## config.mk

```make
export PLATFORM = sky130hd
export DESIGN_NAME = rd_port_ctrl
export DESIGN_NICKNAME = d
export VERILOG_FILES = /design/src/hdl/rd_port_pkg.sv /design/src/hdl/rd_desc_if.sv /design/src/hdl/rd_cmd_if.sv /design/src/hdl/rd_req_capture.sv /design/src/hdl/rd_relay_table.sv /design/src/hdl/rd_phase_seq.sv /design/src/hdl/rd_cmd_issue.sv /design/src/hdl/rd_port_ctrl.sv
export SDC_FILE = /design/constraint.sdc
export NUM_CORES = 1
export LEC_CHECK = 0
export BUFFER_PORTS_ARGS = -buffer_cell sky130_fd_sc_hd__buf_2
export CAP_MARGIN = 20
export CELL_PAD_IN_SITES_DETAIL_PLACEMENT = 1
export CELL_PAD_IN_SITES_GLOBAL_PLACEMENT = 2
export CORE_ASPECT_RATIO = 2
export CORE_MARGIN = 2
export CORE_UTILIZATION = 33
export CTS_BUF_LIST = sky130_fd_sc_hd__clkbuf_8
export CTS_CLUSTER_DIAMETER = 100
export DETAILED_ROUTE_END_ITERATION = 8
export GPL_TIMING_DRIVEN = 0
export PLACE_DENSITY = 0.83
export RECOVER_POWER = 100
export SYNTH_ARGS = -nofsm -noshare
export SYNTH_HDL_FRONTEND = slang
export SYNTH_SLANG_ARGS = --single-unit
```

## constraint.sdc

```tcl
create_clock -name i_clk -period 9.5 [get_ports i_clk]
set_clock_uncertainty 0.15 [all_clocks]
set_input_delay 0.475 -clock i_clk [delete_from_list [all_inputs] [get_ports i_clk]]
set_output_delay 0.475 -clock i_clk [all_outputs]
set_load 0.02 [all_outputs]
```

## src/hdl/rd_port_pkg.sv

```systemverilog
package rd_port_pkg;

    ////////////////////////////////////////
    // Widths
    ////////////////////////////////////////

    // Byte count of one read command
    localparam int BYTE_W = 32;

    // Relay queues supported by the read engine
    localparam int QUEUE_NUM = 8;

    // Wide enough for any queue number
    localparam int QUEUE_W = 3;

    ////////////////////////////////////////
    // Types
    ////////////////////////////////////////

    // Read length in bytes
    typedef logic [BYTE_W-1:0] byte_cnt_t;

    // Target queue of a read
    typedef logic [QUEUE_W-1:0] queue_id_t;

    // Phases of one read round, issued in this order
    typedef enum logic [1:0] {
        PH_IDLE    = 2'd0,
        PH_UNLOCAL = 2'd1,
        PH_LOCAL   = 2'd2,
        PH_RELAY   = 2'd3
    } rd_phase_t;

endpackage

```

## src/hdl/rd_desc_if.sv

```systemverilog
`timescale 1ns/1ns

interface rd_desc_if;

    import rd_port_pkg::*;

    // Unlocal direct descriptor
    logic      unl_valid;
    byte_cnt_t unl_bytes;
    queue_id_t unl_queue;

    // Local direct descriptor
    logic      loc_valid;
    byte_cnt_t loc_bytes;
    queue_id_t loc_queue;

    modport capture (
        output unl_valid, unl_bytes, unl_queue,
        output loc_valid, loc_bytes, loc_queue
    );

    modport seq (
        input unl_valid, unl_bytes, unl_queue,
        input loc_valid, loc_bytes, loc_queue
    );

endinterface

```

## src/hdl/rd_cmd_if.sv

```systemverilog
`timescale 1ns/1ns

interface rd_cmd_if;

    import rd_port_pkg::*;

    // Request from the sequencer, held while work remains in the phase
    logic      req;
    logic      flag;
    queue_id_t queue;
    byte_cnt_t bytes;

    // One-cycle pulse on the detected finish edge
    logic      done;

    modport seq (
        output req, flag, queue, bytes,
        input  done
    );

    modport issue (
        input  req, flag, queue, bytes,
        output done
    );

endinterface

```

## src/hdl/rd_req_capture.sv

```systemverilog
`timescale 1ns/1ns

module rd_req_capture (
    input  logic                  i_clk,
    input  logic                  i_rst,

    input  logic                  i_unl_valid,
    input  rd_port_pkg::byte_cnt_t i_unl_bytes,
    input  rd_port_pkg::queue_id_t i_unl_queue,

    input  logic                  i_loc_valid,
    input  rd_port_pkg::byte_cnt_t i_loc_bytes,
    input  rd_port_pkg::queue_id_t i_loc_queue,

    input  rd_port_pkg::rd_phase_t i_phase,

    rd_desc_if.capture            desc
);

    import rd_port_pkg::*;

    ////////////////////////////////////////
    // Unlocal descriptor
    ////////////////////////////////////////

    // Accepted in any phase, dropped once the local phase is reached
    always_ff @(posedge i_clk or posedge i_rst) begin
        if (i_rst) begin
            desc.unl_valid <= 1'b0;
        end else if (i_unl_valid) begin
            desc.unl_valid <= 1'b1;
        end else if (i_phase == PH_LOCAL) begin
            desc.unl_valid <= 1'b0;
        end
    end

    always_ff @(posedge i_clk) begin
        if (i_unl_valid) begin
            desc.unl_bytes <= i_unl_bytes;
            desc.unl_queue <= i_unl_queue;
        end
    end

    ////////////////////////////////////////
    // Local descriptor
    ////////////////////////////////////////

    always_ff @(posedge i_clk or posedge i_rst) begin
        if (i_rst) begin
            desc.loc_valid <= 1'b0;
        end else if (i_phase == PH_IDLE) begin
            desc.loc_valid <= 1'b0;
        end else if (i_loc_valid) begin
            desc.loc_valid <= 1'b1;
        end
    end

    // Ignored between rounds
    always_ff @(posedge i_clk) begin
        if (i_loc_valid && i_phase != PH_IDLE) begin
            desc.loc_bytes <= i_loc_bytes;
            desc.loc_queue <= i_loc_queue;
        end
    end

endmodule

```

## src/hdl/rd_relay_table.sv

```systemverilog
`timescale 1ns/1ns

module rd_relay_table #(
    parameter int P_RELAY_QUEUES = rd_port_pkg::QUEUE_NUM
) (
    input  logic                                          i_clk,
    input  logic                                          i_rst,

    input  logic                                          i_relay_valid,
    input  logic [P_RELAY_QUEUES*rd_port_pkg::BYTE_W-1:0] i_relay_bytes,

    input  rd_port_pkg::rd_phase_t                        i_phase,
    input  logic                                          i_done,

    output logic                                          o_relay_pending,
    output rd_port_pkg::queue_id_t                        o_sel_queue,
    output rd_port_pkg::byte_cnt_t                        o_sel_bytes
);

    import rd_port_pkg::*;

    byte_cnt_t                 r_counts [P_RELAY_QUEUES];
    logic [P_RELAY_QUEUES-1:0] r_pending;
    logic                      w_load;

    assign w_load = i_relay_valid && (i_phase != PH_IDLE);

    ////////////////////////////////////////
    // Byte counts per queue
    ////////////////////////////////////////

    always_ff @(posedge i_clk) begin
        if (w_load) begin
            for (int i = 0; i < P_RELAY_QUEUES; i++) begin
                r_counts[i] <= i_relay_bytes[i*BYTE_W +: BYTE_W];
            end
        end
    end

    ////////////////////////////////////////
    // Pending bits
    ////////////////////////////////////////

    // Zero counts never become pending, so they are never issued
    always_ff @(posedge i_clk or posedge i_rst) begin
        if (i_rst) begin
            r_pending <= '0;
        end else if (i_phase == PH_IDLE) begin
            r_pending <= '0;
        end else if (w_load) begin
            for (int i = 0; i < P_RELAY_QUEUES; i++) begin
                r_pending[i] <= (i_relay_bytes[i*BYTE_W +: BYTE_W] != '0);
            end
        end else if (i_done && i_phase == PH_RELAY && o_relay_pending) begin
            r_pending[o_sel_queue] <= 1'b0;
        end
    end

    assign o_relay_pending = |r_pending;

    // Lowest pending index wins, scan runs downward
    always_comb begin
        o_sel_queue = '0;
        o_sel_bytes = '0;
        for (int i = P_RELAY_QUEUES - 1; i >= 0; i--) begin
            if (r_pending[i]) begin
                o_sel_queue = queue_id_t'(i);
                o_sel_bytes = r_counts[i];
            end
        end
    end

endmodule

```

## src/hdl/rd_phase_seq.sv

```systemverilog
`timescale 1ns/1ns

module rd_phase_seq (
    input  logic                   i_clk,
    input  logic                   i_rst,

    rd_desc_if.seq                 desc,

    input  logic                   i_relay_pending,
    input  rd_port_pkg::queue_id_t i_sel_queue,
    input  rd_port_pkg::byte_cnt_t i_sel_bytes,

    output rd_port_pkg::rd_phase_t o_phase,

    rd_cmd_if.seq                  cmd
);

    import rd_port_pkg::*;

    rd_phase_t r_phase;
    rd_phase_t w_next;
    logic      w_unl_zero;
    logic      w_loc_zero;

    assign w_unl_zero = (desc.unl_bytes == '0);
    assign w_loc_zero = (desc.loc_bytes == '0);
    assign o_phase    = r_phase;

    ////////////////////////////////////////
    // Phase FSM
    ////////////////////////////////////////

    always_ff @(posedge i_clk or posedge i_rst) begin
        if (i_rst) begin
            r_phase <= PH_IDLE;
        end else begin
            r_phase <= w_next;
        end
    end

    always_comb begin
        w_next = r_phase;
        case (r_phase)
            PH_IDLE: begin
                if (desc.unl_valid) begin
                    w_next = PH_UNLOCAL;
                end
            end
            PH_UNLOCAL: begin
                if (w_unl_zero || cmd.done) begin
                    w_next = PH_LOCAL;
                end
            end
            PH_LOCAL: begin
                if (desc.loc_valid && (w_loc_zero || cmd.done)) begin
                    w_next = PH_RELAY;
                end
            end
            PH_RELAY: begin
                if (!i_relay_pending) begin
                    w_next = PH_IDLE;
                end
            end
            default: w_next = PH_IDLE;
        endcase
    end

    // Command source follows the phase
    always_comb begin
        cmd.req   = 1'b0;
        cmd.flag  = 1'b0;
        cmd.queue = '0;
        cmd.bytes = '0;
        case (r_phase)
            PH_UNLOCAL: begin
                cmd.req   = desc.unl_valid && !w_unl_zero;
                cmd.flag  = 1'b1;
                cmd.queue = desc.unl_queue;
                cmd.bytes = desc.unl_bytes;
            end
            PH_LOCAL: begin
                cmd.req   = desc.loc_valid && !w_loc_zero;
                cmd.queue = desc.loc_queue;
                cmd.bytes = desc.loc_bytes;
            end
            PH_RELAY: begin
                cmd.req   = i_relay_pending;
                cmd.queue = i_sel_queue;
                cmd.bytes = i_sel_bytes;
            end
            default: ;
        endcase
    end

endmodule

```

## src/hdl/rd_cmd_issue.sv

```systemverilog
`timescale 1ns/1ns

module rd_cmd_issue #(
    parameter int P_SYNC_STAGES = 2
) (
    input  logic                   i_clk,
    input  logic                   i_rst,

    rd_cmd_if.issue                cmd,

    input  logic                   i_rd_byte_ready,
    input  logic                   i_rd_queue_finish,

    output logic                   o_rd_flag,
    output rd_port_pkg::queue_id_t o_rd_queue,
    output rd_port_pkg::byte_cnt_t o_rd_byte,
    output logic                   o_rd_byte_valid
);

    // One extra stage past the synchronizer keeps the previous value
    logic [P_SYNC_STAGES:0] r_ready_sync;
    logic [P_SYNC_STAGES:0] r_finish_sync;
    logic                   w_ready_rise;
    logic                   w_finish_rise;
    logic                   w_take;
    logic                   r_busy;

    ////////////////////////////////////////
    // Synchronizers and edge detect
    ////////////////////////////////////////

    always_ff @(posedge i_clk or posedge i_rst) begin
        if (i_rst) begin
            r_ready_sync  <= '0;
            r_finish_sync <= '0;
        end else begin
            r_ready_sync  <= {r_ready_sync[P_SYNC_STAGES-1:0], i_rd_byte_ready};
            r_finish_sync <= {r_finish_sync[P_SYNC_STAGES-1:0], i_rd_queue_finish};
        end
    end

    assign w_ready_rise  = r_ready_sync[P_SYNC_STAGES-1] & ~r_ready_sync[P_SYNC_STAGES];
    assign w_finish_rise = r_finish_sync[P_SYNC_STAGES-1] & ~r_finish_sync[P_SYNC_STAGES];

    assign cmd.done = w_finish_rise;

    ////////////////////////////////////////
    // Command register
    ////////////////////////////////////////

    assign w_take = cmd.req && !r_busy;

    // Busy spans from the take until the engine reports finish
    always_ff @(posedge i_clk or posedge i_rst) begin
        if (i_rst) begin
            r_busy <= 1'b0;
        end else if (w_take) begin
            r_busy <= 1'b1;
        end else if (w_finish_rise) begin
            r_busy <= 1'b0;
        end
    end

    always_ff @(posedge i_clk or posedge i_rst) begin
        if (i_rst) begin
            o_rd_byte_valid <= 1'b0;
        end else if (w_take) begin
            o_rd_byte_valid <= 1'b1;
        end else if (w_ready_rise) begin
            o_rd_byte_valid <= 1'b0;
        end
    end

    // Fields hold through the read, cleared when nothing is held
    always_ff @(posedge i_clk or posedge i_rst) begin
        if (i_rst) begin
            o_rd_flag  <= 1'b0;
            o_rd_queue <= '0;
            o_rd_byte  <= '0;
        end else if (w_take) begin
            o_rd_flag  <= cmd.flag;
            o_rd_queue <= cmd.queue;
            o_rd_byte  <= cmd.bytes;
        end else if (!r_busy) begin
            o_rd_flag  <= 1'b0;
            o_rd_queue <= '0;
            o_rd_byte  <= '0;
        end
    end

endmodule

```

## src/hdl/rd_port_ctrl.sv

```systemverilog
`timescale 1ns/1ns

module rd_port_ctrl #(
    parameter int P_RELAY_QUEUES = rd_port_pkg::QUEUE_NUM,
    parameter int P_SYNC_STAGES  = 2
) (
    input  logic                                          i_clk,
    input  logic                                          i_rst,

    input  logic                                          i_unl_valid,
    input  rd_port_pkg::byte_cnt_t                        i_unl_bytes,
    input  rd_port_pkg::queue_id_t                        i_unl_queue,

    input  logic                                          i_loc_valid,
    input  rd_port_pkg::byte_cnt_t                        i_loc_bytes,
    input  rd_port_pkg::queue_id_t                        i_loc_queue,

    input  logic                                          i_relay_valid,
    input  logic [P_RELAY_QUEUES*rd_port_pkg::BYTE_W-1:0] i_relay_bytes,

    input  logic                                          i_rd_byte_ready,
    input  logic                                          i_rd_queue_finish,

    output logic                                          o_rd_flag,
    output rd_port_pkg::queue_id_t                        o_rd_queue,
    output rd_port_pkg::byte_cnt_t                        o_rd_byte,
    output logic                                          o_rd_byte_valid
);

    import rd_port_pkg::*;

    rd_phase_t w_phase;
    logic      w_relay_pending;
    queue_id_t w_sel_queue;
    byte_cnt_t w_sel_bytes;

    rd_desc_if u_desc_if ();
    rd_cmd_if  u_cmd_if ();

    rd_req_capture u_rd_req_capture (
        .i_clk       (i_clk),
        .i_rst       (i_rst),
        .i_unl_valid (i_unl_valid),
        .i_unl_bytes (i_unl_bytes),
        .i_unl_queue (i_unl_queue),
        .i_loc_valid (i_loc_valid),
        .i_loc_bytes (i_loc_bytes),
        .i_loc_queue (i_loc_queue),
        .i_phase     (w_phase),
        .desc        (u_desc_if.capture)
    );

    // Finish pulse also retires the selected relay queue
    rd_relay_table #(
        .P_RELAY_QUEUES (P_RELAY_QUEUES)
    ) u_rd_relay_table (
        .i_clk           (i_clk),
        .i_rst           (i_rst),
        .i_relay_valid   (i_relay_valid),
        .i_relay_bytes   (i_relay_bytes),
        .i_phase         (w_phase),
        .i_done          (u_cmd_if.done),
        .o_relay_pending (w_relay_pending),
        .o_sel_queue     (w_sel_queue),
        .o_sel_bytes     (w_sel_bytes)
    );

    rd_phase_seq u_rd_phase_seq (
        .i_clk           (i_clk),
        .i_rst           (i_rst),
        .desc            (u_desc_if.seq),
        .i_relay_pending (w_relay_pending),
        .i_sel_queue     (w_sel_queue),
        .i_sel_bytes     (w_sel_bytes),
        .o_phase         (w_phase),
        .cmd             (u_cmd_if.seq)
    );

    rd_cmd_issue #(
        .P_SYNC_STAGES (P_SYNC_STAGES)
    ) u_rd_cmd_issue (
        .i_clk             (i_clk),
        .i_rst             (i_rst),
        .cmd               (u_cmd_if.issue),
        .i_rd_byte_ready   (i_rd_byte_ready),
        .i_rd_queue_finish (i_rd_queue_finish),
        .o_rd_flag         (o_rd_flag),
        .o_rd_queue        (o_rd_queue),
        .o_rd_byte         (o_rd_byte),
        .o_rd_byte_valid   (o_rd_byte_valid)
    );

endmodule

```

==> results of run 1 <==
layout make-up:
cell class              instances  area [sq um]
clock buffers                  60           826
well taps                     565           707
multi-input cells             575          3690
fillers                      4837         23800
diodes                          7          17.5
inverters                      12          52.6
repair buffers                705          4820
plain buffers                  72           285
flip-flops and latches        382         11200
clock inverters                43           324
metal layers:
layer	GRT usage (%)	vias to the layer above
li1	-	5836
met1	28.3	6603
met2	56.2	677
met3	4.29	216
met4	18.8	0
met5	0	-
synthesized netlist by cell type, types with 4 or more instances:
master                     instances  area share (%)
sky130_fd_sc_hd__inv_1            11            0.27
sky130_fd_sc_hd__buf_2             7            0.23
sky130_fd_sc_hd__o311ai_1          7            0.40
sky130_fd_sc_hd__a21oi_1         133             4.4
sky130_fd_sc_hd__nand4_1          16            0.66
sky130_fd_sc_hd__ha_1              4            0.33
sky130_fd_sc_hd__o21ai_0          40             1.3
sky130_fd_sc_hd__or4_1             5            0.25
sky130_fd_sc_hd__nand2_1          45             1.1
sky130_fd_sc_hd__nor2b_1          35             1.4
sky130_fd_sc_hd__a221oi_1         32             1.8
sky130_fd_sc_hd__o31ai_1          35             1.7
sky130_fd_sc_hd__o211ai_1          4            0.20
sky130_fd_sc_hd__o221ai_1         32             1.8
sky130_fd_sc_hd__nand2b_1          6            0.25
sky130_fd_sc_hd__edfxtp_1        326              64
sky130_fd_sc_hd__nor4_1           78             3.2
sky130_fd_sc_hd__buf_1             4           0.099
sky130_fd_sc_hd__a22o_1           32             1.8
sky130_fd_sc_hd__nor2_1            8            0.20
sky130_fd_sc_hd__clkbuf_1         57             1.4
sky130_fd_sc_hd__nand3_1           4            0.13
sky130_fd_sc_hd__nor3_1            4            0.13
sky130_fd_sc_hd__o311ai_0         25             1.4
sky130_fd_sc_hd__dfrtp_1          56             9.2
worst max-delay path: stages (launching register included):
cell and delay (ps):
sky130_fd_sc_hd__dfrtp_1 410, sky130_fd_sc_hd__inv_1 100, sky130_fd_sc_hd__ha_1 290, sky130_fd_sc_hd__clkbuf_1 330, sky130_fd_sc_hd__nor2b_1 1330, sky130_fd_sc_hd__clkbuf_1 1120
per-stage QoR:
stage	worst slack [ps]	std cells	util [%]
floorplan	2910	1041	-
global placement	871	1975	38.9
detailed placement	6440	1980	39.2
CTS	6390	2414	48.9
global route	5200	2420	48.0
finish	5350	2421	48.0
registers in the layout (all words and copies together), names as in the netlist, 2 cells and up:
register                         count
u_rd_relay_table.r_counts          256
u_rd_phase_seq.o_phase               2
u_rd_relay_table.r_pending           8
u_rd_cmd_issue.o_rd_queue            3
u_rd_cmd_issue.r_ready_sync          3
u_rd_req_capture.desc.unl_queue      3
u_rd_cmd_issue.r_finish_sync         3
u_rd_req_capture.desc.loc_bytes     32
u_rd_req_capture.desc.loc_queue      3
u_rd_cmd_issue.o_rd_byte            32
u_rd_req_capture.desc.unl_bytes     32
power groups by stage:
| stage | clock [W] | sequential [W] | combinational, W |
|---|---|---|---|
| floorplan | 0 | 0.00246 | 0.00100 |
| global placement | 0 | 0.00248 | 0.00183 |
| detailed placement | 0 | 0.00240 | 0.00189 |
| CTS | 0.00143 | 0.00236 | 0.00201 |
| global route | 0.00150 | 0.00240 | 0.00210 |
| finish | 0.00142 | 0.00238 | 0.00197 |
repair_timing:
item,in CTS,in global routing
endpoints found under the hold margin,351,0
resized for setup,0,0
hold buffers,331,0
setup buffers,0,0
endpoints found under the setup margin,0,0
cell families (layout without fill, tap and decap cells):
| logic type | after synthesis | in the layout | synth area share, % |
|---|---|---|---|
| flip-flops | 382 | 382 | 73.4 |
| multiplexers | 1 | 1 | 0.0985 |
| other | 0 | 7 | 0 |
| AND/OR/NAND/NOR | 206 | 206 | 7.64 |
| AO/OA/AOI/OAI | 364 | 364 | 16.2 |
| adder cells (fa/ha/maj) | 4 | 4 | 0.328 |
| buffers and inverters | 84 | 892 | 2.25 |
final timing paths:
path                                                           start                                           end  slack, ps  cells past startpoint
setup / recovery               u_rd_phase_seq.o_phase[0]$_DFFE_PP0P_  u_rd_req_capture.desc.loc_bytes[2]$_DFFE_PP_       5350                      5
hold / removal             u_rd_cmd_issue.r_finish_sync[0]$_DFF_PP0_     u_rd_cmd_issue.r_finish_sync[1]$_DFF_PP0_        190                      0
setup reg to reg               u_rd_phase_seq.o_phase[0]$_DFFE_PP0P_  u_rd_req_capture.desc.loc_bytes[2]$_DFFE_PP_       5350                      5
hold reg to reg            u_rd_cmd_issue.r_finish_sync[0]$_DFF_PP0_     u_rd_cmd_issue.r_finish_sync[1]$_DFF_PP0_        190                      0
max in group asynchronous                                      i_rst      u_rd_cmd_issue.o_rd_byte[26]$_DFFE_PP0P_       6070                      4
min in group asynchronous                                      i_rst      u_rd_cmd_issue.o_rd_byte[10]$_DFFE_PP0P_        460                      3
==> impl_summary.log, run 1 <==
INFO  metric tightest_slew = 2460 ps
INFO  metric post_drt_via_cell_ratio = 5.51
INFO  metric max_slew_margin = -64.1%
INFO  metric p_int = 0.00351 W
INFO  metric power_switching = 0.00225 W
INFO  metric cp_max_fo = 18
INFO  metric detail_route.iter0.violations = 1069
INFO  metric dieHeight = 308 um
INFO  metric hold_viol_final = 0
INFO  metric ys_ff_latch = 382
INFO  metric leakage = 7.50 nW
INFO  metric cts_htree_levels = 2
INFO  metric worst_setup_path_end_kind = flop
INFO  metric tritoncts = built
INFO  metric num_vias = 13332
INFO  metric globalRouteTotalUtil = 29.2%
INFO  metric grt_max_degree = 137
INFO  metric core = 45700 sq um
INFO  metric combPwrFrac = 34.1%
INFO  metric finalInstanceArea = 21900 sq um
INFO  metric topRoutingLayerUsed = met4
INFO  metric final.setup.tns = 0 ps
INFO  metric yosys_warnings = 0
INFO  metric netlist_cell_types = 47
INFO  metric synth-edff-count = 326
INFO  metric ir_worst_vdd = 0.000146 V
INFO  metric detailed_placer_s_ending_hpwl = 50.9 mm
INFO  metric period_needed = 4150 ps
INFO  metric synth_async_sr_flop_share = 14.7%
INFO  metric failed_checks = max-capacitance violations, max-slew violations
INFO  metric netlist_area_before_placement = 15200 sq um
INFO  metric gp_routability_congestion = 0.908
INFO  metric layout.cells.most_common = sky130_fd_sc_hd__clkbuf_1
INFO  metric wl = 70.9 mm
INFO  metric worst-setup-path-type = flop to flop
INFO  metric ctsRootBufferMaster = sky130_fd_sc_hd__clkbuf_8
INFO  metric power.share.switching = 39.1%
INFO  metric synth_cells = 1041
INFO  metric drt_drc_violations_left = 0
INFO  metric globalRouteOverflowTotal = 0
INFO  metric flow.area_growth_from_synthesis = 43.8%
INFO  metric port_buffers = 369
INFO  metric grt_pass1_vias = 14949
INFO  metric register_share_of_total_power = 41.3%
INFO  metric p_total = 0.00576 W
INFO  metric detailroute.wirelength.met3 = 3.72 mm
INFO  metric length_of_the_first_detailed_routing_pass_in_iterations = 6
INFO  metric critPathRequiredTime = 9600 ps
INFO  metric avgSynthCellArea = 14.6 sq um
INFO  metric drtAntennaViolNets = 0
INFO  metric rsz_0062_raised_after_global_routing = false
INFO  metric fmax_achieved = 241 MHz
INFO  metric layout_cell_share_with_drive_strength_beyond_1 = 8.38%
INFO  metric cap_viol_max_count = 3
INFO  metric rows = 111
INFO  metric outcome = complete, but fails checks
INFO  metric clkTransAtPathRegs = 80 ps
INFO  metric power_frac_clock = 24.6%
INFO  metric postSynthNetCount = 1378
INFO  metric mostFrequentLayoutCells = 372 x sky130_fd_sc_hd__clkbuf_1, 331 x sky130_fd_sc_hd__dlygate4sd3_1, 326 x sky130_fd_sc_hd__edfxtp_1
INFO  metric wire_length_of_the_first_global_routing_pass = 99.2 mm
INFO  metric average_wire_per_standard_cell = 29.3 um
INFO  metric floorplan.die_area = 48000 sq um
INFO  metric setup_viol = 0
INFO  metric synth_flop_cell = sky130_fd_sc_hd__edfxtp_1
INFO  metric antenna_found_initial = 6
INFO  metric wl_met2 = 38.7 mm
INFO  metric timing.critical_path.arrival = 4250 ps
INFO  metric floorplan.die.width = 156 um
INFO  metric place_area = 17900 sq um
INFO  metric routedLengthMet1 = 22.9 mm
INFO  metric hold_slack = 194 ps
INFO  metric worst_skew_pair.late_latency = 660 ps
INFO  metric seq_area_frac_synth = 73.4%
INFO  metric cts.path.max_buffers = 3
INFO  metric worst_hold_path_type = flop to flop
INFO  metric top_level_ports = 370
INFO  metric maxSlewViolCount = 93
INFO  metric final_worst_path_cycle_share = 43.7%
INFO  metric starting_density = 33.3%
INFO  metric pwr_density_cell = 263 nW/um^2
INFO  metric cts_buffers = 55
INFO  metric layout.nets = 2140
INFO  metric cts_sinks = 382
INFO  metric crit_path_launch_type = flop
Power figures use the tool's default switching activity.
==> run 2, diff against run 1 <==
Settings changed: PLACE_DENSITY 0.83 to 0.86.
Clock period 9.5 ns to 3.4 ns, I/O delays scaled along.
==> run 2 against run 1 <==
Against the previous run:
- the flow still finishes with violations (max-capacitance violations, max-slew violations)
- hold slack got worse by 150 ps
- maximum frequency rose by 32%
- via count rose by 0.95%
- highest routed layer unchanged
==> impl_summary.log, run 2 (synthesis results as in run 1) <==
INFO  metric outcome = complete, but fails checks
INFO  metric failed_checks = max-capacitance violations, max-slew violations
INFO  metric setup_viol = 0 (unchanged)
INFO  metric globalRouteOverflowTotal = 0 (unchanged)
INFO  metric ctsRootBufferMaster = sky130_fd_sc_hd__clkbuf_8
INFO  metric cts_buffers = 56 (+1.8%)
INFO  metric globalRouteTotalUtil = 29.4% (+0.25 points)
INFO  metric wl = 71.6 mm (+0.95%)
INFO  metric clkTransAtPathRegs = 70 ps (about the same)
INFO  metric detail_route.iter0.violations = 964 (-9.8%)
INFO  metric post-cts-setup-buffers = 0 (unchanged)
INFO  metric rows = 111 (unchanged)
INFO  metric core = 45700 sq um (unchanged)
INFO  metric final_cells = 2432 (+0.45%)
INFO  metric tightest_slew = 2550 ps (+84.2 ps)
INFO  metric worst_hold_path_type = input port to flop
INFO  metric average_wire_per_standard_cell = 29.4 um (+0.50%)
INFO  metric final_worst_path_cycle_share = 92.7% (+49 points)
INFO  metric antenna_found_initial = 8 (+2)
INFO  metric worst_skew_pair.late_latency = 660 ps (about the same)
INFO  metric hold_viol_final = 0 (unchanged)
INFO  metric top_level_ports = 370 (unchanged)
INFO  metric starting_density = 33.3% (unchanged)
INFO  metric worst-setup-path-type = flop to flop
INFO  metric leakage = 7.61 nW (+1.4%)
INFO  metric crit_path_launch_type = flop
INFO  metric p_total = 0.0163 W (+180%)
INFO  metric grt_pass1_vias = 15075 (+0.84%)
INFO  metric registers.top_by_ff_count = u_rd_relay_table.r_counts
INFO  metric dp.cells = 1985 (+0.25%)
INFO  metric finalInstanceArea = 22100 sq um (+0.63%)
INFO  metric dieHeight = 308 um (unchanged)
INFO  metric fmax_achieved = 317 MHz (+32%)
INFO  metric final.setup.tns = 0 ps (unchanged)
INFO  metric mostFrequentLayoutCells = 368 x sky130_fd_sc_hd__clkbuf_1, 332 x sky130_fd_sc_hd__dlygate4sd3_1, 326 x sky130_fd_sc_hd__edfxtp_1
INFO  metric port_buffers = 369 (unchanged)
INFO  metric finish.utilization = 48.3% (+0.30 points)
INFO  metric wire_length_of_the_first_global_routing_pass = 100 mm (+1.1%)
INFO  metric cts_sinks = 382 (unchanged)
INFO  metric drtAntennaViolNets = 0 (unchanged)
INFO  metric cts.path.max_buffers = 3 (unchanged)
INFO  metric period_needed = 3150 ps (-996 ps)
INFO  metric gp_routability_congestion = 0.962 (+5.9%)
INFO  metric floorplan.die_area = 48000 sq um (unchanged)
INFO  metric multiInputGateArea = 3710 sq um (+0.54%)
INFO  metric cap_viol_max_count = 1 (-2)
INFO  metric place_area = 18000 sq um (+0.61%)
INFO  metric worst_setup_path_end_kind = flop
INFO  metric layout.nets = 2147 (+0.33%)
INFO  metric max_slew_margin = -69.7% (-5.6 points)
INFO  metric ff_latch_area = 11200 sq um (unchanged)
INFO  metric tritoncts = built
INFO  metric num_vias = 13459 (+0.95%)
INFO  metric layout_cell_share_with_drive_strength_beyond_1 = 9.42% (+1.0 points)
INFO  metric pwr_density_cell = 739 nW/um^2 (+180%)
INFO  metric ir_worst_vdd = 0.000414 V (+180%)
INFO  metric flow.area_growth_from_synthesis = 44.7%
INFO  metric rsz_0062_raised_after_global_routing = false
INFO  metric grt_max_degree = 49 (-64%)
INFO  metric layout.cells.most_common = sky130_fd_sc_hd__clkbuf_1
INFO  metric floorplan.die.width = 156 um (unchanged)
INFO  metric length_of_the_first_detailed_routing_pass_in_iterations = 5 (-1)
INFO  metric cts_htree_levels = 2 (unchanged)
INFO  metric drt_drc_violations_left = 0 (unchanged)
INFO  metric detailed_placer_s_ending_hpwl = 51.6 mm (+1.3%)
INFO  metric timing.critical_path.arrival = 3520 ps (-730 ps)
INFO  metric post_drt_via_cell_ratio = 5.53 (+0.50%)
INFO  metric cts_repair_resize_count = 0 (unchanged)
INFO  metric critPathRequiredTime = 3760 ps (-5840 ps)
INFO  metric number_of_flip_flops_in_the_largest_register = 256 (unchanged)
INFO  metric num-fill-cells = 4847 (+0.21%)
INFO  metric holdBufCountCts = 332 (+0.30%)
INFO  metric cp_max_fo = 10 (-8)
INFO  metric maxSlewViolCount = 37 (-60%)
-- run 2: changes by cell type in the layout (fill, tap and decap cells not counted), sizes merged --
| cell | previous run | this run |
|---|---|---|
| clkinvlp | 2 | 3 |
| clkinv | 26 | 21 |
| diode | 7 | 9 |
| dlygate4sd3 | 331 | 332 |
| buf | 73 | 79 |
| clkbuf | 433 | 434 |
| inv | 22 | 27 |
-- run 2: through the flow --
step                hold slack (ps)  setup slack, ps
floorplan                      51.4            -1750
global placement                134            -3260
detailed placement             96.9              445
CTS                            2.91              435
global route                   59.8              175
finish                         41.9              247
-- run 2: layer usage --
layer  up-vias  global-route usage, %  part of all wire (%)
met1      6671                   28.6                    32
li1       5850                      -                     -
met2       676                   54.3                    54
met4         0                   23.3                   9.3
met5         -                      0                     0
met3       262                   4.66                   5.2
-- run 2: worst max-delay path: stages, from the launching register on --
cell	delay, ps
sky130_fd_sc_hd__dfrtp_1	420
sky130_fd_sc_hd__inv_1	130
sky130_fd_sc_hd__ha_1	210
sky130_fd_sc_hd__clkbuf_1	690
sky130_fd_sc_hd__clkbuf_1	760
sky130_fd_sc_hd__a22o_1	360
sky130_fd_sc_hd__a21oi_1	60
sky130_fd_sc_hd__o31ai_1	250
-- run 2: area by class of cell --
cell class                 instances  area share [%]
sequential                       382            50.7
timing repair buffer             711            22.2
multi-input combinational        575            16.8
clock buffer                      62            3.87
tap                              565            3.21
clock inverter                    44            1.48
buffer                            72            1.30
inverter                          12           0.210
antenna                            9           0.102
-- run 2: worst paths after layout --
path                                                      startpoint  depth (start not counted)  slack (ps)                                        end
setup / recovery               u_rd_phase_seq.o_phase[1]$_DFFE_PP0P_                          7         250   u_rd_cmd_issue.o_rd_byte[15]$_DFFE_PP0P_
hold / removal                                       i_rd_byte_ready                          2          40   u_rd_cmd_issue.r_ready_sync[0]$_DFF_PP0_
setup reg to reg               u_rd_phase_seq.o_phase[1]$_DFFE_PP0P_                          7         250   u_rd_cmd_issue.o_rd_byte[15]$_DFFE_PP0P_
hold reg to reg            u_rd_cmd_issue.r_finish_sync[0]$_DFF_PP0_                          0         220  u_rd_cmd_issue.r_finish_sync[1]$_DFF_PP0_
max in group asynchronous                                      i_rst                          5         820   u_rd_cmd_issue.o_rd_byte[18]$_DFFE_PP0P_
min in group asynchronous                                      i_rst                          4         680   u_rd_cmd_issue.o_rd_byte[10]$_DFFE_PP0P_
-- run 2: report_power, final --
part           switching (W)  total (W)  internal (W)
combinational        0.00400    0.00565       0.00165
clock                0.00195    0.00402       0.00207
sequential          0.000417    0.00663       0.00621
==> run 3, diff against run 2 <==
Settings changed: PLACE_DENSITY 0.86 to 0.78, RECOVER_POWER 100 to 25.
==> run 3 against run 2 <==
Against the previous run:
- the run now ends clean
- flip-flop and latch count unchanged
- via count decreased by 2.5%
- critical endpoint is now u_rd_cmd_issue.o_rd_byte[25]$_DFFE_PP0P_
- combinational power increased by 1%
==> impl_summary.log, run 3 (synthesis results as in run 1) <==
INFO  metric wl = 69.6 mm (-2.8%)
INFO  metric cts_sinks = 382 (unchanged)
INFO  metric num_vias = 13129 (-2.5%)
INFO  metric cts_buffers = 55 (-1.8%)
INFO  metric layout.cells.most_common = sky130_fd_sc_hd__dlygate4sd3_1
INFO  metric critical_path_depth = 6 (-1)
INFO  metric cts_repair_resize_count = 0 (unchanged)
INFO  metric leakage = 8.08 nW (+6.1%)
INFO  metric average_wire_per_standard_cell = 28.7 um (-2.5%)
INFO  metric drt_drc_violations_left = 0 (unchanged)
INFO  metric cp_max_fo = 10 (unchanged)
INFO  metric layout.nets = 2144 (-0.14%)
INFO  metric post_drt_via_cell_ratio = 5.41 (-2.2%)
INFO  metric post-cts-setup-buffers = 0 (unchanged)
INFO  metric power.share.switching = 39.0% (-0.096 points)
INFO  metric clkTransAtPathRegs = 70 ps (about the same)
INFO  metric fmax_achieved = 323 MHz (+1.7%)
INFO  metric tightest_slew = 1020 ps (-1530 ps)
INFO  metric flow.area_growth_from_synthesis = 46.1%
INFO  metric hold_slack = 59.8 ps (+17.9 ps)
INFO  metric critical_path_buf_inv_count = 2 (-1)
INFO  metric power_switching = 0.00629 W (-1.2%)
INFO  metric worst_setup_path_end_kind = flop
INFO  metric crit_path_launch_type = flop
INFO  metric top_level_ports = 370 (unchanged)
INFO  metric cts_htree_levels = 2 (unchanged)
INFO  metric crit_path_start = u_rd_relay_table.r_pending[6]$_DFFE_PP0P_
INFO  metric power_frac_clock = 23.5% (-1.1 points)
INFO  metric cts.path.max_buffers = 3 (unchanged)
INFO  metric crit_chain = clkbuf_1, clkbuf_1, a221oi_1, o311ai_0, a21oi_1, o31ai_1
INFO  metric globalRouteTotalUtil = 28.6% (-0.84 points)
INFO  metric p_total = 0.0162 W (-0.91%)
INFO  metric floorplan.die_area = 48000 sq um (unchanged)
INFO  metric registers.top_by_ff_count = u_rd_relay_table.r_counts
INFO  metric dieHeight = 308 um (unchanged)
INFO  metric worst_hold_path_type = input port to asynchronous set/reset pin
INFO  metric detail_route.iter0.violations = 823 (-15%)
INFO  metric drtAntennaViolNets = 0 (unchanged)
INFO  metric core = 45700 sq um (unchanged)
INFO  metric timing.rr.end = u_rd_cmd_issue.o_rd_byte[25]$_DFFE_PP0P_
INFO  metric place_area = 18000 sq um (about the same)
INFO  metric antenna_found_initial = 6 (-2)
INFO  metric setup_viol = 0 (unchanged)
INFO  metric outcome = completed
INFO  metric ctsRootBufferMaster = sky130_fd_sc_hd__clkbuf_8
INFO  metric rows = 111 (unchanged)
INFO  metric length_of_the_first_detailed_routing_pass_in_iterations = 5 (unchanged)
INFO  metric depth_of_the_worst_register_to_register_path = 6 (-1)
INFO  metric rsz_0062_raised_after_global_routing = false
INFO  metric wire_length_of_the_first_global_routing_pass = 97.7 mm (-2.5%)
INFO  metric worst_skew_pair.late_latency = 640 ps (-20 ps)
INFO  metric floorplan.die.width = 156 um (unchanged)
INFO  metric r2r_setup_slack = 300 ps (+50 ps)
INFO  metric number_of_flip_flops_in_the_largest_register = 256 (unchanged)
INFO  metric final_worst_path_cycle_share = 91.2% (-1.5 points)
INFO  metric final_cells = 2425 (-0.29%)
INFO  metric p_int = 0.00986 W (-0.76%)
INFO  metric ir_worst_vdd = 0.000348 V (-16%)
INFO  metric critPathRequiredTime = 3770 ps (about the same)
INFO  metric pwr_density_cell = 725 nW/um^2 (-1.9%)
INFO  metric critPathMaxStageDelay = 860 ps (+100 ps)
INFO  metric detailed_placer_s_ending_hpwl = 51.4 mm (-0.33%)
INFO  metric max_slew_margin = 32.1% (+100 points)
INFO  metric combPwrFrac = 35.5% (+0.8 points)
INFO  metric holdBufCountCts = 331 (-0.30%)
INFO  metric cap_viol_max_count = 0 (-1)
INFO  metric globalRouteOverflowTotal = 0 (unchanged)
INFO  metric dp.cells = 1984 (-0.050%)
INFO  metric period_needed = 3100 ps (-52.3 ps)
INFO  metric grt_max_degree = 50 (+2.0%)
INFO  metric layout_cell_share_with_drive_strength_beyond_1 = 18.6% (+9.1 points)
INFO  metric tritoncts = built
INFO  metric grt_pass1_vias = 14838 (-1.6%)
INFO  metric port_buffers = 369 (unchanged)
INFO  metric register_share_of_total_power = 41.0% (+0.3 points)
INFO  metric mostFrequentLayoutCells = 331 x sky130_fd_sc_hd__dlygate4sd3_1, 326 x sky130_fd_sc_hd__edfxtp_1, 227 x sky130_fd_sc_hd__buf_2
INFO  metric starting_density = 33.3% (unchanged)
INFO  metric finalInstanceArea = 22300 sq um (+0.96%)
INFO  metric worst-setup-path-type = flop to flop
INFO  metric gp_routability_congestion = 0.919 (-4.5%)
INFO  metric timing.critical_path.mode_cell = sky130_fd_sc_hd__clkbuf_1
INFO  metric timing.critical_path.to = u_rd_cmd_issue.o_rd_byte[25]$_DFFE_PP0P_
INFO  metric cpLargestDelayFamily = compound AO/OA/AOI/OAI gates
INFO  metric maxSlewViolCount = 0 (-100%)
INFO  metric crit_slowest_cell = sky130_fd_sc_hd__o311ai_0
INFO  metric hold_viol_final = 0 (unchanged)
INFO  metric timing.critical_path.arrival = 3470 ps (-50 ps)
INFO  metric reg2reg_from = u_rd_relay_table.r_pending[6]$_DFFE_PP0P_
## run 3: cell types whose count changed in the layout (fill, tap and decap cells not counted), moves of 3 or more
cell / delta
sky130_fd_sc_hd__clkinvlp_4: +4
sky130_fd_sc_hd__inv_2: +3
sky130_fd_sc_hd__diode_2: -3
sky130_fd_sc_hd__buf_2: +159
sky130_fd_sc_hd__clkbuf_1: -166
sky130_fd_sc_hd__buf_12: +5
sky130_fd_sc_hd__inv_1: -5
## run 3: worst min-delay path by stage
stage,start,to,slack [ps],cells past startpoint
after floorplan,i_rd_queue_finish,u_rd_cmd_issue.r_finish_sync[0]$_DFF_PP0_,50,0
after global placement,i_rd_byte_ready,u_rd_cmd_issue.r_ready_sync[0]$_DFF_PP0_,140,1
after detailed placement,i_rd_byte_ready,u_rd_cmd_issue.r_ready_sync[0]$_DFF_PP0_,140,1
after CTS,i_rd_byte_ready,u_rd_cmd_issue.r_ready_sync[0]$_DFF_PP0_,4,2
after global routing,i_rd_byte_ready,u_rd_cmd_issue.r_ready_sync[0]$_DFF_PP0_,60,2
final,i_rst,u_rd_cmd_issue.o_rd_byte[7]$_DFFE_PP0P_,60,3
## run 3: layer usage
| metal | GRT usage [%] | wire length (um) | vias up |
|---|---|---|---|
| met3 | 4.24 | 3740 | 175 |
| met5 | 0 | 11 | - |
| li1 | - | - | 5839 |
| met2 | 55.8 | 38700 | 598 |
| met1 | 28.5 | 23100 | 6515 |
| met4 | 15.1 | 4040 | 2 |
## run 3: cell type report
class | count | area, sq um
Antenna cell | 6 | 15.0
Buffer | 72 | 298
Clock buffer | 60 | 826
Clock inverter | 44 | 298
Fill cell | 4810 | 23400
Inverter | 12 | 48.8
Multi-Input combinational cell | 575 | 3730
Sequential cell | 382 | 11200
Tap cell | 565 | 707
Timing Repair Buffer | 709 | 5150
## run 3: power by group through the flow
stage | clock network [W] | logic (W) | registers (W)
6_report | 0.00380 | 0.00573 | 0.00662
5_1_grt | 0.00402 | 0.00613 | 0.00669
4_1_cts | 0.00386 | 0.00575 | 0.00659
3_5_place_dp | 0 | 0.00543 | 0.00669
3_3_place_gp | 0 | 0.00521 | 0.00683
2_1_floorplan | 0 | 0.00283 | 0.00681
## run 3: tightest hold or removal path, delay by kind of cell
family / cells / cell delay (ps)
buffers and inverters: 3 / 1150
## run 3: metrics by stage
step / utilization (%) / worst slack [ps] / TNS (ps)
CTS: 49.1 / 265 / 0
finish: 48.7 / 300 / 0
floorplan: - / -1750 / -447570
global placement: 39.0 / -3310 / -875910
detailed placement: 39.4 / 284 / 0
global route: 48.7 / 139 / 0
